### src/dot_pkg.sv
// Shared widths, latencies, credit counts and payload types of the dot-product unit
`default_nettype none

package dot_pkg;

   // --------------------
   // Datapath widths
   // --------------------
   localparam int elem_w = 8;
   localparam int vec_len = 4;
   localparam int acc_w = 32;
   // Full signed product of two elements
   localparam int prod_w = 2 * elem_w;
   // Two tree levels add one bit each
   localparam int sum_w = prod_w + 2;
   // Headroom for tree sum plus accumulator
   localparam int wide_w = acc_w + 2;

   // --------------------
   // Pipeline timing
   // --------------------
   localparam int mult_latency = 2;
   localparam int tree_depth = 2;
   // Input reg, multiply, tree, combine
   localparam int pipe_latency = 1 + mult_latency + tree_depth + 1;

   // --------------------
   // Flow control
   // --------------------
   localparam int result_depth = 4;
   localparam int down_credits = 2;
   localparam int fifo_aw = $clog2(result_depth);
   // Room for every credit the sink could ever hand back
   localparam int credit_w = $clog2(result_depth + down_credits + 1);

   // Payload types
   typedef logic signed [elem_w-1:0] elem_t;
   typedef elem_t [vec_len-1:0] vec_t;
   typedef logic signed [acc_w-1:0] acc_t;
   typedef logic signed [sum_w-1:0] sum_t;
   typedef logic signed [wide_w-1:0] wide_t;

endpackage

`default_nettype wire

### src/pipe_delay.sv
// Fixed-depth register delay line for any payload type, cleared on reset
`timescale 1ns/1ps
`default_nettype none

module pipe_delay #(
   parameter int DEPTH = 1,
   parameter type payload_t = logic
) (
   input  wire      clk,
   input  wire      rst_n,
   input  payload_t d,
   output payload_t q
);

   // One register per cycle of delay
   payload_t stage_q [DEPTH];

   // --------------------
   // Shift chain
   // --------------------
   always_ff @(posedge clk or negedge rst_n) begin
      if (!rst_n) begin
         for (int i = 0; i < DEPTH; i++) begin
            stage_q[i] <= '0;
         end
      end else begin
         // Head takes the new value
         stage_q[0] <= d;
         // Everything else moves one step along
         for (int i = 1; i < DEPTH; i++) begin
            stage_q[i] <= stage_q[i-1];
         end
      end
   end

   // Tail of the chain
   assign q = stage_q[DEPTH-1];

endmodule

`default_nettype wire

### src/mult_stage.sv
// Signed element multiplier with a short register pipeline behind it
`timescale 1ns/1ps
`default_nettype none

module mult_stage
   import dot_pkg::*;
(
   input  wire                       clk,
   input  wire                       rst_n,
   input  elem_t                     a,
   input  elem_t                     b,
   output logic signed [prod_w-1:0]  p
);

   // Raw product, full width so nothing is lost
   logic signed [prod_w-1:0] prod;
   // Registers after the multiplier, retimed into the DSP by synthesis
   logic signed [prod_w-1:0] prod_q [mult_latency];

   // Both operands are signed and extend to the product width
   assign prod = a * b;

   // --------------------
   // Product pipeline
   // --------------------
   always_ff @(posedge clk or negedge rst_n) begin
      if (!rst_n) begin
         for (int i = 0; i < mult_latency; i++) begin
            prod_q[i] <= '0;
         end
      end else begin
         prod_q[0] <= prod;
         for (int i = 1; i < mult_latency; i++) begin
            prod_q[i] <= prod_q[i-1];
         end
      end
   end

   // Last stage feeds the adder tree
   assign p = prod_q[mult_latency-1];

endmodule

`default_nettype wire

### src/product_tree.sv
// Element-wise multiply of two vectors followed by a registered two-level adder tree
`timescale 1ns/1ps
`default_nettype none

module product_tree
   import dot_pkg::*;
(
   input  wire   clk,
   input  wire   rst_n,
   input  vec_t  a_vec,
   input  vec_t  b_vec,
   output sum_t  tree_sum
);

   // Input capture
   vec_t a_q;
   vec_t b_q;

   // Multiplier outputs, one per element
   logic signed [prod_w-1:0] prod [vec_len];

   // First tree level, one extra bit per pair
   logic signed [prod_w:0] pair_q [vec_len/2];

   // --------------------
   // Input registers
   // --------------------
   always_ff @(posedge clk or negedge rst_n) begin
      if (!rst_n) begin
         a_q <= '0;
         b_q <= '0;
      end else begin
         a_q <= a_vec;
         b_q <= b_vec;
      end
   end

   // --------------------
   // Multiplier array
   // --------------------
   for (genvar i = 0; i < vec_len; i++) begin : g_mult
      mult_stage u_mult (
         .clk   (clk),
         .rst_n (rst_n),
         .a     (a_q[i]),
         .b     (b_q[i]),
         .p     (prod[i])
      );
   end

   // --------------------
   // Adder tree
   // --------------------

   // Level one adds neighbouring products
   always_ff @(posedge clk or negedge rst_n) begin
      if (!rst_n) begin
         for (int k = 0; k < vec_len/2; k++) begin
            pair_q[k] <= '0;
         end
      end else begin
         for (int k = 0; k < vec_len/2; k++) begin
            // Sign-extend before the add so the carry is kept
            pair_q[k] <= (prod_w+1)'(prod[2*k]) + (prod_w+1)'(prod[2*k+1]);
         end
      end
   end

   // Level two joins the two pair sums
   always_ff @(posedge clk or negedge rst_n) begin
      if (!rst_n) begin
         tree_sum <= '0;
      end else begin
         tree_sum <= sum_t'(pair_q[0]) + sum_t'(pair_q[1]);
      end
   end

endmodule

`default_nettype wire

### src/sat_combine.sv
// Adds the tree sum to the aligned accumulator and clamps to the 32-bit signed range
`timescale 1ns/1ps
`default_nettype none

module sat_combine
   import dot_pkg::*;
(
   input  wire   clk,
   input  wire   rst_n,
   input  sum_t  tree_sum,
   input  acc_t  acc_al,
   input  wire   valid_al,
   output logic  wr_valid,
   output acc_t  wr_data
);

   wide_t sum_wide;
   logic  pos_ovf;
   logic  neg_ovf;
   acc_t  sat_val;

   // Wide add, both sides sign-extended
   assign sum_wide = wide_t'(tree_sum) + wide_t'(acc_al);

   // Bits above the result sign must all copy the wide sign bit
   assign pos_ovf = !sum_wide[wide_w-1] && (sum_wide[wide_w-2:acc_w-1] != '0);
   assign neg_ovf = sum_wide[wide_w-1] && (sum_wide[wide_w-2:acc_w-1] != '1);

   // --------------------
   // Clamp
   // --------------------
   always_comb begin
      if (pos_ovf) begin
         sat_val = {1'b0, {(acc_w-1){1'b1}}};
      end else if (neg_ovf) begin
         sat_val = {1'b1, {(acc_w-1){1'b0}}};
      end else begin
         sat_val = sum_wide[acc_w-1:0];
      end
   end

   // Valid flag
   always_ff @(posedge clk or negedge rst_n) begin
      if (!rst_n) begin
         wr_valid <= 1'b0;
      end else begin
         wr_valid <= valid_al;
      end
   end

   // Result word, qualified by wr_valid
   always_ff @(posedge clk) begin
      wr_data <= sat_val;
   end

endmodule

`default_nettype wire

### src/result_credit_buf.sv
// Result FIFO with a downstream credit counter and upstream credit return
`timescale 1ns/1ps
`default_nettype none

module result_credit_buf
   import dot_pkg::*;
(
   input  wire   clk,
   input  wire   rst_n,
   input  wire   wr_valid,
   input  acc_t  wr_data,
   input  wire   out_credit,
   output logic  out_valid,
   output acc_t  result,
   output logic  in_credit
);

   // Storage
   acc_t mem [result_depth];

   logic [fifo_aw-1:0] wr_ptr;
   logic [fifo_aw-1:0] rd_ptr;
   // Entries currently held
   logic [fifo_aw:0]   count;

   // Credits granted by the sink and not yet used
   logic [credit_w-1:0] credit_cnt;

   logic empty;
   logic pop;

   assign empty = (count == '0);
   // Send whenever something is waiting and the sink has room
   assign pop = !empty && (credit_cnt != '0);

   // --------------------
   // Outputs
   // --------------------
   assign out_valid = pop;
   assign result    = mem[rd_ptr];
   // Each departure frees one slot for the source
   assign in_credit = pop;

   // Write side, no reset on the array
   always_ff @(posedge clk) begin
      if (wr_valid) begin
         mem[wr_ptr] <= wr_data;
      end
   end

   // --------------------
   // Pointers and fill level
   // --------------------
   always_ff @(posedge clk or negedge rst_n) begin
      if (!rst_n) begin
         wr_ptr <= '0;
         rd_ptr <= '0;
         count  <= '0;
      end else begin
         if (wr_valid) begin
            wr_ptr <= (wr_ptr == fifo_aw'(result_depth - 1)) ? '0 : wr_ptr + 1'b1;
         end
         if (pop) begin
            rd_ptr <= (rd_ptr == fifo_aw'(result_depth - 1)) ? '0 : rd_ptr + 1'b1;
         end
         // Source credits keep the write side from overrunning
         case ({wr_valid, pop})
            2'b10:   count <= count + 1'b1;
            2'b01:   count <= count - 1'b1;
            default: count <= count;
         endcase
      end
   end

   // --------------------
   // Downstream credits
   // --------------------
   always_ff @(posedge clk or negedge rst_n) begin
      if (!rst_n) begin
         credit_cnt <= credit_w'(down_credits);
      end else begin
         // Return and spend may land in the same cycle
         credit_cnt <= credit_cnt + credit_w'(out_credit) - credit_w'(pop);
      end
   end

endmodule

`default_nettype wire

### src/dot_unit_top.sv
// Top level of the pipelined dot-product unit with credit-based flow control
`timescale 1ns/1ps
`default_nettype none

module dot_unit_top
   import dot_pkg::*;
(
   input  wire   clk,
   input  wire   rst_n,
   input  wire   in_valid,
   input  vec_t  a_vec,
   input  vec_t  b_vec,
   input  acc_t  acc_in,
   output logic  in_credit,
   output logic  out_valid,
   output acc_t  result,
   input  wire   out_credit
);

   sum_t tree_sum;
   // Accumulator and valid, lined up with tree_sum
   acc_t acc_al;
   logic valid_al;
   // Combine stage to buffer
   logic wr_valid;
   acc_t wr_data;

   // --------------------
   // Datapath
   // --------------------
   product_tree u_tree (
      .clk      (clk),
      .rst_n    (rst_n),
      .a_vec    (a_vec),
      .b_vec    (b_vec),
      .tree_sum (tree_sum)
   );

   // --------------------
   // Alignment path
   // --------------------
   pipe_delay #(.DEPTH(pipe_latency - 1), .payload_t(acc_t)) u_acc_dly (
      .clk   (clk),
      .rst_n (rst_n),
      .d     (acc_in),
      .q     (acc_al)
   );

   // Same depth for the valid bit
   pipe_delay #(.DEPTH(pipe_latency - 1), .payload_t(logic)) u_vld_dly (
      .clk   (clk),
      .rst_n (rst_n),
      .d     (in_valid),
      .q     (valid_al)
   );

   // Sum and clamp
   sat_combine u_sat (
      .clk      (clk),
      .rst_n    (rst_n),
      .tree_sum (tree_sum),
      .acc_al   (acc_al),
      .valid_al (valid_al),
      .wr_valid (wr_valid),
      .wr_data  (wr_data)
   );

   // Buffer and credits on both sides
   result_credit_buf u_buf (
      .clk        (clk),
      .rst_n      (rst_n),
      .wr_valid   (wr_valid),
      .wr_data    (wr_data),
      .out_credit (out_credit),
      .out_valid  (out_valid),
      .result     (result),
      .in_credit  (in_credit)
   );

endmodule

`default_nettype wire

### config.mk
export PLATFORM = sky130hd
export DESIGN_NAME = dot_unit_top
export DESIGN_NICKNAME = d
export VERILOG_FILES = /design/src/dot_pkg.sv /design/src/pipe_delay.sv /design/src/mult_stage.sv /design/src/product_tree.sv /design/src/sat_combine.sv /design/src/result_credit_buf.sv /design/src/dot_unit_top.sv
export SDC_FILE = /design/constraint.sdc
export NUM_CORES = 1
export LEC_CHECK = 0
export BUFFER_PORTS_ARGS = -buffer_cell sky130_fd_sc_hd__buf_4
export CAP_MARGIN = 20
export CORE_MARGIN = 2
export CORE_UTILIZATION = 62
export DETAILED_ROUTE_END_ITERATION = 10
export GPL_TIMING_DRIVEN = 0
export PLACE_DENSITY = 0.85
export SYNTH_ARGS = -nofsm -noshare
export SYNTH_HDL_FRONTEND = slang
export SYNTH_SLANG_ARGS = --single-unit
### constraint.sdc
create_clock -name clk -period 5.6 [get_ports clk]
set_input_delay 0.56 -clock clk [delete_from_list [all_inputs] [get_ports clk]]
set_output_delay 0.56 -clock clk [all_outputs]
set_load 0.05 [all_outputs]
* Word level (Yosys, flattened, before mapping)
Memories as Yosys holds them, arrays and structs flattened. Cells that the tools add are included.
Storage, ports and cells: register bits after elaboration 452, RAM bits 128, input port bits 100, output and inout port bits 34, memories 1
Memory list:
- u_buf.mem | depth 4, bits a word 32, read ports 1, clocked after memory_dff 0, wr ports 1, RTL line result_credit_buf.sv:19 | acc_t mem [result_depth];
Operators by class: add/subtract/negate cells 10, multiply operators 4, equal/unequal tests 5, muxes and demuxes 6, reductions and logical operators 9
Operators by type and width (count):
- $mul A8 B8 Y16 | 4
- $add A16 B16 Y17 | 2
- $add A18 B32 Y33 | 1
- $mux W32 | 1
- $add A17 B17 Y18 | 1
- $eq A2 B2 Y1 const B | 3
- $pmux W3 S2 | 1
- $add A2 B1 Y2 const B | 2
- $mux W2 | 2
- $reduce_bool A2 Y1 | 2
- $add A3 B1 Y3 | 1
- $add A3 B1 Y3 const B | 1
- $logic_and A1 B1 Y1 | 3
- $logic_not A3 Y1 | 1
- $reduce_bool A3 Y1 | 1
- $sub A3 B1 Y3 | 1
- $sub A3 B1 Y3 const B | 1
- $eq A2 B1 Y1 const B | 1
- $logic_not A1 Y1 | 2
- $mux W1 | 2
- $ne A2 B2 Y1 const B | 1

* Depth between registers and ports, before layout
Gate-level depths: netlist (run 1).
word-level depth 5, gate-level depth with buffers 21, mapped depth without buffers 21

* Cells and area by module
A second synthesis (run 1) with hierarchy kept.
Unflattened totals: cells, all modules 2486, area total of the unflattened synthesis 31245.0 um^2
By module, submodules not included:
- mult_stage at u_tree.g_mult[0].u_mult ... | times used 3, cells each 337, area an instance 3453.3 um^2
- result_credit_buf | times used 1, cells each 228, area an instance 5313.8 um^2
- product_tree | times used 1, cells each 407, area an instance 5099.9 um^2
- pipe_delay at u_acc_dly | times used 1, cells each 192, area an instance 4244.1 um^2
- mult_stage at u_tree.g_mult[3].u_mult | times used 1, cells each 336, area an instance 3474.6 um^2
- sat_combine | times used 1, cells each 307, area an instance 2627.5 um^2
- pipe_delay at u_vld_dly | times used 1, cells each 5, area an instance 125.1 um^2

* Worst setup path before layout (run 1)
No wires, ideal clock.
path type reg2reg, from register u_tree.a_q[14] (netlist name), to register u_tree.g_mult[1].u_mult.prod_q[30] (netlist name), arrival 4.390 ns, slack 1.139 ns, cell stages (with the launch flop) 19, buffers on the path 0, cell sequence dfrtp_1 > and2_1 > fa_1 > inv_1 > fa_1 > inv_1 > fa_1 > inv_1 > fa_1 > inv_1 > ha_1 > o21ai_0 > nand2b_1 > a21o_1 > a21o_1 > a21o_1 > a21o_1 > or4_1 > nand4_1
On the way: word-level cells in the longest chain between the ends 1
RTL lines:
- from (decl) | RTL line product_tree.sv:16 | vec_t a_q;
- from (signal assigned) | RTL line product_tree.sv:33 | a_q <= a_vec;
- $mul A8 B8 Y16 | RTL line mult_stage.sv:21 | assign prod = a * b;
- net u_tree.g_mult[1].u_mult.prod[14] | RTL line mult_stage.sv:16 | logic signed [prod_w-1:0] prod;
- to (signal, indexed assignment) | RTL line mult_stage.sv:34 | prod_q[i] <= prod_q[i-1];
- to (decl) | RTL line mult_stage.sv:18 | logic signed [prod_w-1:0] prod_q [mult_latency];
The timed path passes the listed nets, and every way through them passes these cells. A chain may end at the register's enable or synchronous reset.

* Worst setup path in the final report (run 1)
from register u_tree.a_q[29] (netlist name), to register u_tree.g_mult[3].u_mult.prod_q[30] (netlist name)
On the way: word-level cells in the longest chain between the ends 1
RTL lines (RTL line):
- $mul A8 B8 Y16 | mult_stage.sv:21
- net u_tree.g_mult[3].u_mult.prod[14] | mult_stage.sv:16
- to (signal, indexed assignment) | mult_stage.sv:34
- to (decl) | mult_stage.sv:18
The timed path passes the listed nets, and every way through them passes these cells.

==> flow_summary.toml, run 1 <==
[worst_setup_path]
critPathTopFamily = "adder cells"
worst-path-stages = 17
cp.required_ps = 6050
path_cells = "and2_1 > fa_1 > inv_1 > fa_1 > inv_1 > fa_1 > inv_1 > fa_1 > inv_1 > ha_1 > o21ai_0 > nand2_1 > a21o_1 > a21o_1 > a21o_1 > a21o_1 > o311ai_0"
crit_arrival_ps = 5290
path_buf_inv = 4
worstSetupPathType = "reg2reg"
end_kind = "flop"
r2r_cells = 17
r2r_slack_ps = 760
startpoint_type = "flop"
cpMaxStageDelayCell = "fa_1"
crit_fanout = 8
slowest_delay_ps = 550

[sta]
clock_skew_ps = 16.09
relSlewSlack = 0.3910
max_freq_ghz = 0.2065
setup_viol = 0
worst_pin_slew_ps = 913.6
maxSlewViolCount = 0
fin_crit_sh = 0.8646
fin_crit_ps = 4842
finalHoldViolations = 0
setup_slack_ps = 758.3
rsz0062_at_grt = "false"
hold_ws_ps = 2.805
tns_ps = 0

[die]
die_area_um2 = 50030
die_w_um = 223.7
row_count = 80
initial_core_util = 0.6280
io_pins = 134
core_um2 = 47650
die_h_um = 223.7

[global_route]
antenna_found_initial = 0
grtUsageTotal = 0.2299
grt_pass1_wl_mm = 91.85
overflow = 0
grt_max_degree = 124
grt_pass1_vias = 18890

[route]
vias_per_cell = 5.396
wirelength_mm = 53.31
drc = 0
postRouteAntennaNets = 0
vias = 17130
wl_per_cell_um = 16.79
first_pass_iters = 5
drtIter0Drc = 957

[synth]
synthArstFlopShare = 0.7241
ys_warn_count = 0
ys_seq_elements = 580
synth_area_um2 = 29920
yosysUniqueCellTypes = 73
synthCells = 2322
synth_nets = 2853
synth-edff-count = 128
synth_area_per_cell_um2 = 12.89
yosysSeqAreaShare = 0.5012
synth_ff_type = "dfrtp_1"

[cts]
cts_buffers = 55
htreeDepth = 2
clkLatencyLatePin_ps = 610
cts_root_buf = "clkbuf_16"
post_cts_resized = 0
hold_buffers = 0
cts_setup_buffers = 0
clk_pin_slew_ps = 60
cts_tree = "done"
clock_path_buffers = 3
clock_sinks = 580

[final_layout]
area_growth_pct = 12.48
fin_nets = 3046
final_util = 0.7064
layout-drive-gt1-share = 0.1168
num_antenna_cells = 0

[power_and_ir_drop]
p_leak_nw = 15.57
vdd_drop_max_v = 0.0002691
pwr_density_cell_nw_per_um2 = 566.7

[placement]
hpwlAfterDp_mm = 39.06
gp_congestion = 0.8712
portBuffers = 133
pre_cts_ws_ps = 732.9

[worst_hold_path]
hold_class = "in2async"

[run_status]
status = "finished, final reports clean"

[run]
cap_viol_max_count = 0
-- per-stage QoR --
stage                     std cells  total power (W)  cell area (um2)
after CTS                      3175          0.01924            33660
after global placement         3070          0.01489            31690
after floorplan                2322          0.01314            29920
after detailed placement       3073          0.01532            31780
after global routing           3175          0.02058            33660
final                          3175          0.01907            33660
-- cell usage in the layout (no fill, tap or decap), types with 32 or more instances in the layout --
| cell | n |
|---|---|
| a21o_1 | 37 |
| a21oi_1 | 102 |
| and2_1 | 162 |
| buf_4 | 135 |
| clkbuf_16 | 59 |
| dfrtp_1 | 419 |
| dfxtp_1 | 32 |
| edfxtp_1 | 128 |
| fa_1 | 226 |
| ha_1 | 205 |
| inv_1 | 364 |
| mux4_2 | 32 |
| nand2_1 | 113 |
| nor2_1 | 52 |
| nor2b_1 | 33 |
| o21ai_0 | 50 |
| xnor2_1 | 89 |
| xor2_1 | 40 |
-- power breakdown --
part	switching [W]	internal, W	total (W)
Sequential	0.000534	0.00564	0.00618
Combinational	0.00523	0.00392	0.00915
Clock	0.00157	0.00218	0.00375
Total	0.00733	0.0117	0.0191
-- worst register-to-register path: stages (launching register included) --
cell and delay (ps):
dfrtp_1 470, and2_1 230, fa_1 550, inv_1 60, fa_1 530, inv_1 50
fa_1 480, inv_1 50, fa_1 480, inv_1 40, ha_1 310, o21ai_0 100
nand2_1 120, a21o_1 180, a21o_1 200, a21o_1 180, a21o_1 210, o311ai_0 440
-- cell families after synthesis --
| family | after synthesis | synth area share |
|---|---|---|
| xor gates and xnor gates | 130 | 0.03868 |
| and+or+nand+nor | 485 | 0.08681 |
| DFF | 580 | 0.5012 |
| muxes | 42 | 0.02768 |
| adders and majority gates | 434 | 0.2379 |
| AOI/OAI and AO/OA | 271 | 0.05892 |
| buffers and inverters | 380 | 0.04880 |
-- sequential cells by signal, summed over array words and instances, names as in the netlist, 3 cells and up --
register	count
u_acc_dly.q	32
u_acc_dly.stage_q	128
u_buf.count	3
u_buf.credit_cnt	3
u_buf.mem	128
u_sat.wr_data	32
u_tree.a_q	32
u_tree.b_q	32
u_tree.g_mult.u_mult.p	64
u_tree.g_mult.u_mult.prod_q	64
u_tree.pair_q	34
u_tree.tree_sum	18
u_vld_dly.stage_q	4
-- path summary, 6_finish.rpt --
| kind | end | start |
|---|---|---|
| max | u_tree.g_mult[3].u_mult.prod_q[30] | u_tree.a_q[29] |
| min | u_tree.a_q[16] | rst_n |
| max reg2reg | u_tree.g_mult[3].u_mult.prod_q[30] | u_tree.a_q[29] |
| min reg2reg | u_acc_dly.q[21] | u_acc_dly.stage_q[53] |
| max in group asynchronous | u_buf.credit_cnt[1] | rst_n |
| min in group clk | u_tree.a_q[18] | a_vec[18] |
-- final cells by class --
| type | instances | area [um2] |
|---|---|---|
| Clock buffer | 81 | 1679 |
| Clock inverter | 21 | 192.7 |
| Buffer | 16 | 93.84 |
| Sequential cell | 580 | 15000 |
| Fill cell | 3084 | 13990 |
| Timing Repair Buffer | 136 | 1089 |
| Multi-Input combinational cell | 1362 | 13470 |
| Tap cell | 615 | 769.5 |
| Inverter | 364 | 1366 |
-- metal layers --
layer  vias to the layer above  global-route usage  wire length [um]
met5                         -                   0                 0
met4                         0             0.07849              1417
li1                       7970                   -                 -
met1                      8680              0.2845             21490
met2                       373              0.4191             28600
met3                       109             0.02912              1800
-- synthesized netlist by cell type, types with 27 or more instances --
| cell | count | area, um2 |
|---|---|---|
| o21ai_0 | 50 | 250.2 |
| nor2_1 | 52 | 195.2 |
| dfrtp_1 | 419 | 10490 |
| xor2_1 | 40 | 350.3 |
| ha_1 | 205 | 2565 |
| inv_1 | 364 | 1366 |
| nor2b_1 | 33 | 206.5 |
| xnor2_1 | 89 | 779.5 |
| a21o_1 | 37 | 277.8 |
| a21oi_1 | 102 | 510.5 |
| edfxtp_1 | 128 | 3844 |
| mux4_2 | 32 | 720.7 |
| dfxtp_1 | 32 | 640.6 |
| nand2b_1 | 27 | 168.9 |
| and2_1 | 166 | 1039 |
| fa_1 | 226 | 4524 |
| nand2_1 | 113 | 424.2 |
Note: power is estimated with default switching activity, not from simulation.
==> inputs of run 2 (changes only) <==
--- a/config.mk
+++ b/config.mk
@@ -5,12 +5,13 @@
 export SDC_FILE = /design/constraint.sdc
 export NUM_CORES = 1
 export LEC_CHECK = 0
-export BUFFER_PORTS_ARGS = -buffer_cell sky130_fd_sc_hd__buf_4
 export CAP_MARGIN = 20
 export CORE_MARGIN = 2
-export CORE_UTILIZATION = 62
+export CORE_UTILIZATION = 64
 export DETAILED_ROUTE_END_ITERATION = 10
+export DONT_BUFFER_PORTS = 1
 export GPL_TIMING_DRIVEN = 0
+export MAX_ROUTING_LAYER = met4
 export PLACE_DENSITY = 0.85
 export SYNTH_ARGS = -nofsm -noshare
 export SYNTH_HDL_FRONTEND = slang
==> run 2 against run 1 <==
  * The run now ends with hold timing left
  * Sequential share of layout area is 0.098 points higher
  * Wire length is 0.45% higher
  * First-iteration DRC count grew 2.7%
  * Clock skew rose by 0.63 ps
  * Hold slack lost 340 ps
  * Clock power is 3% higher
  * Register-to-register slack improved by 20 ps
  * Critical path depth unchanged
  * Global-route usage increased by 1.5 points
  * Sequential power barely moved
  * Critical endpoint is now u_tree.g_mult[0].u_mult.prod_q[31]
==> flow_summary.toml, run 2 (synthesis results as in run 1) <==
[run_status]
status = "finished, violations left"
violations = "hold timing"

[placement]
placed_cells = 2930
gp_congestion = 0.8876
hpwlAfterDp_mm = 37.21
portBuffers = 0

[sta]
fin_crit_sh = 0.8610
max_freq_ghz = 0.2074
rsz0062_at_grt = "false"
tns_ps = 0
maxSlewViolCount = 0
fin_crit_ps = 4821
worst_pin_slew_ps = 1312
relSlewSlack = 0.1252
hold_ws_ps = -340.2
clock_skew_ps = 16.72
finalHoldViolations = 419
setup_viol = 0

[cts]
hold_buffers = 97
clock_sinks = 580
cts_root_buf = "clkbuf_16"
clock_path_buffers = 3
cts_setup_buffers = 0
clk_pin_slew_ps = 70
cts_buffers = 54
post_cts_resized = 0
clkLatencyLatePin_ps = 600
htreeDepth = 2
cts_tree = "done"

[final_layout]
layout_commonest_cell = "dfrtp_1"
reg.largest.list = "u_acc_dly.stage_q (128), u_buf.mem (128)"
final_util = 0.7244
fin_nets = 3007
area_growth_pct = 12.24
final_cell_mix = "419 x dfrtp_1, 364 x inv_1, 226 x fa_1, 205 x ha_1, 162 x and2_1"
finalNonFillerCells = 3129
layout-drive-gt1-share = 0.06349

[route]
postRouteAntennaNets = 0
wl_per_cell_um = 17.11
vias_per_cell = 5.421
drc = 0
first_pass_iters = 4
drtIter0Drc = 983
vias = 16960
wirelength_mm = 53.55

[die]
io_pins = 134
row_count = 79
initial_core_util = 0.6454
core_um2 = 46360
die_h_um = 220.2
die_w_um = 220.2
die_area_um2 = 48500

[worst_setup_path]
end_kind = "flop"
worstSetupPathType = "reg2reg"
cp.required_ps = 6080
crit_arrival_ps = 5300
startpoint_type = "flop"
crit_fanout = 8

[global_route]
use_met1 = 0.3003
antenna_found_initial = 2
grtUsageMet3 = 0.03753
grt.busiest_layer = "met2"
overflow = 0
grt_max_degree = 421
grt_util_met2 = 0.4213
grtUsageTotal = 0.2447
grt_pass1_wl_mm = 91.15
grt_pass1_vias = 18520

[power_and_ir_drop]
p_leak_nw = 15.32
vdd_drop_max_v = 0.0004570
pwr_density_cell_nw_per_um2 = 563.4

[worst_hold_path]
hold_class = "in2async"

[run]
cap_viol_max_count = 0
[run 2: through the flow]
stage | power (W) | cell area (um2) | setup slack [ps]
2_1_floorplan | 0.01314 | 29920 | 1139
3_3_place_gp | 0.01455 | 30680 | 869.1
3_5_place_dp | 0.01494 | 30690 | 801.2
4_1_cts | 0.01904 | 33580 | 778.6
5_1_grt | 0.02039 | 33580 | 571.3
6_report | 0.01892 | 33580 | 778.5
[run 2: path summary, 6_finish.rpt]
path	startpoint	to	slack [ps]	cells past startpoint
worst min-delay path	rst_n	u_tree.a_q[18]	-340	0
worst max-delay path	u_tree.a_q[4]	u_tree.g_mult[0].u_mult.prod_q[31]	780	17
worst max register to register	u_tree.a_q[4]	u_tree.g_mult[0].u_mult.prod_q[31]	780	17
min in group clk	out_credit	u_buf.credit_cnt[0]	90	1
max in group asynchronous	rst_n	u_tree.tree_sum[7]	4880	0
worst min register to register	u_acc_dly.stage_q[81]	u_acc_dly.stage_q[49]	340	0
[run 2: cell type report]
cell class | instances | area (um2)
Antenna cell | 2 | 5.005
Buffer | 16 | 93.84
Clock buffer | 78 | 1605
Clock inverter | 22 | 307.8
Fill cell | 2930 | 12780
Inverter | 364 | 1366
Multi-Input combinational cell | 1362 | 13470
Sequential cell | 580 | 15000
Tap cell | 607 | 759.5
Timing Repair Buffer | 98 | 978.4
[run 2: per-layer routing]
metal | wire [um] | part of all wire | vias to the layer above
met1 | 21550 | 0.40 | 8610
li1 | - | - | 7886
met5 | 0 | 0 | -
met3 | 2211 | 0.041 | 114
met2 | 28330 | 0.53 | 352
met4 | 1460 | 0.027 | 0
[run 2: power by group]
group / internal (W) / switching [W]
Clock: 0.00232 / 0.00156
Sequential: 0.00564 / 0.000538
Combinational: 0.00372 / 0.00514
Total: 0.0117 / 0.00723
[run 2: critical path: stages (launching register included)]
cell and delay (ps):
dfrtp_1 490, and2_1 240, fa_1 500, inv_1 50, fa_1 520, inv_1 50
fa_1 490, inv_1 50, fa_1 480, inv_1 40, ha_1 310, nand2b_1 90
a21boi_0 100, o311ai_0 450, a21oi_1 170, o21a_1 220, o41a_1 320, xnor2_1 130
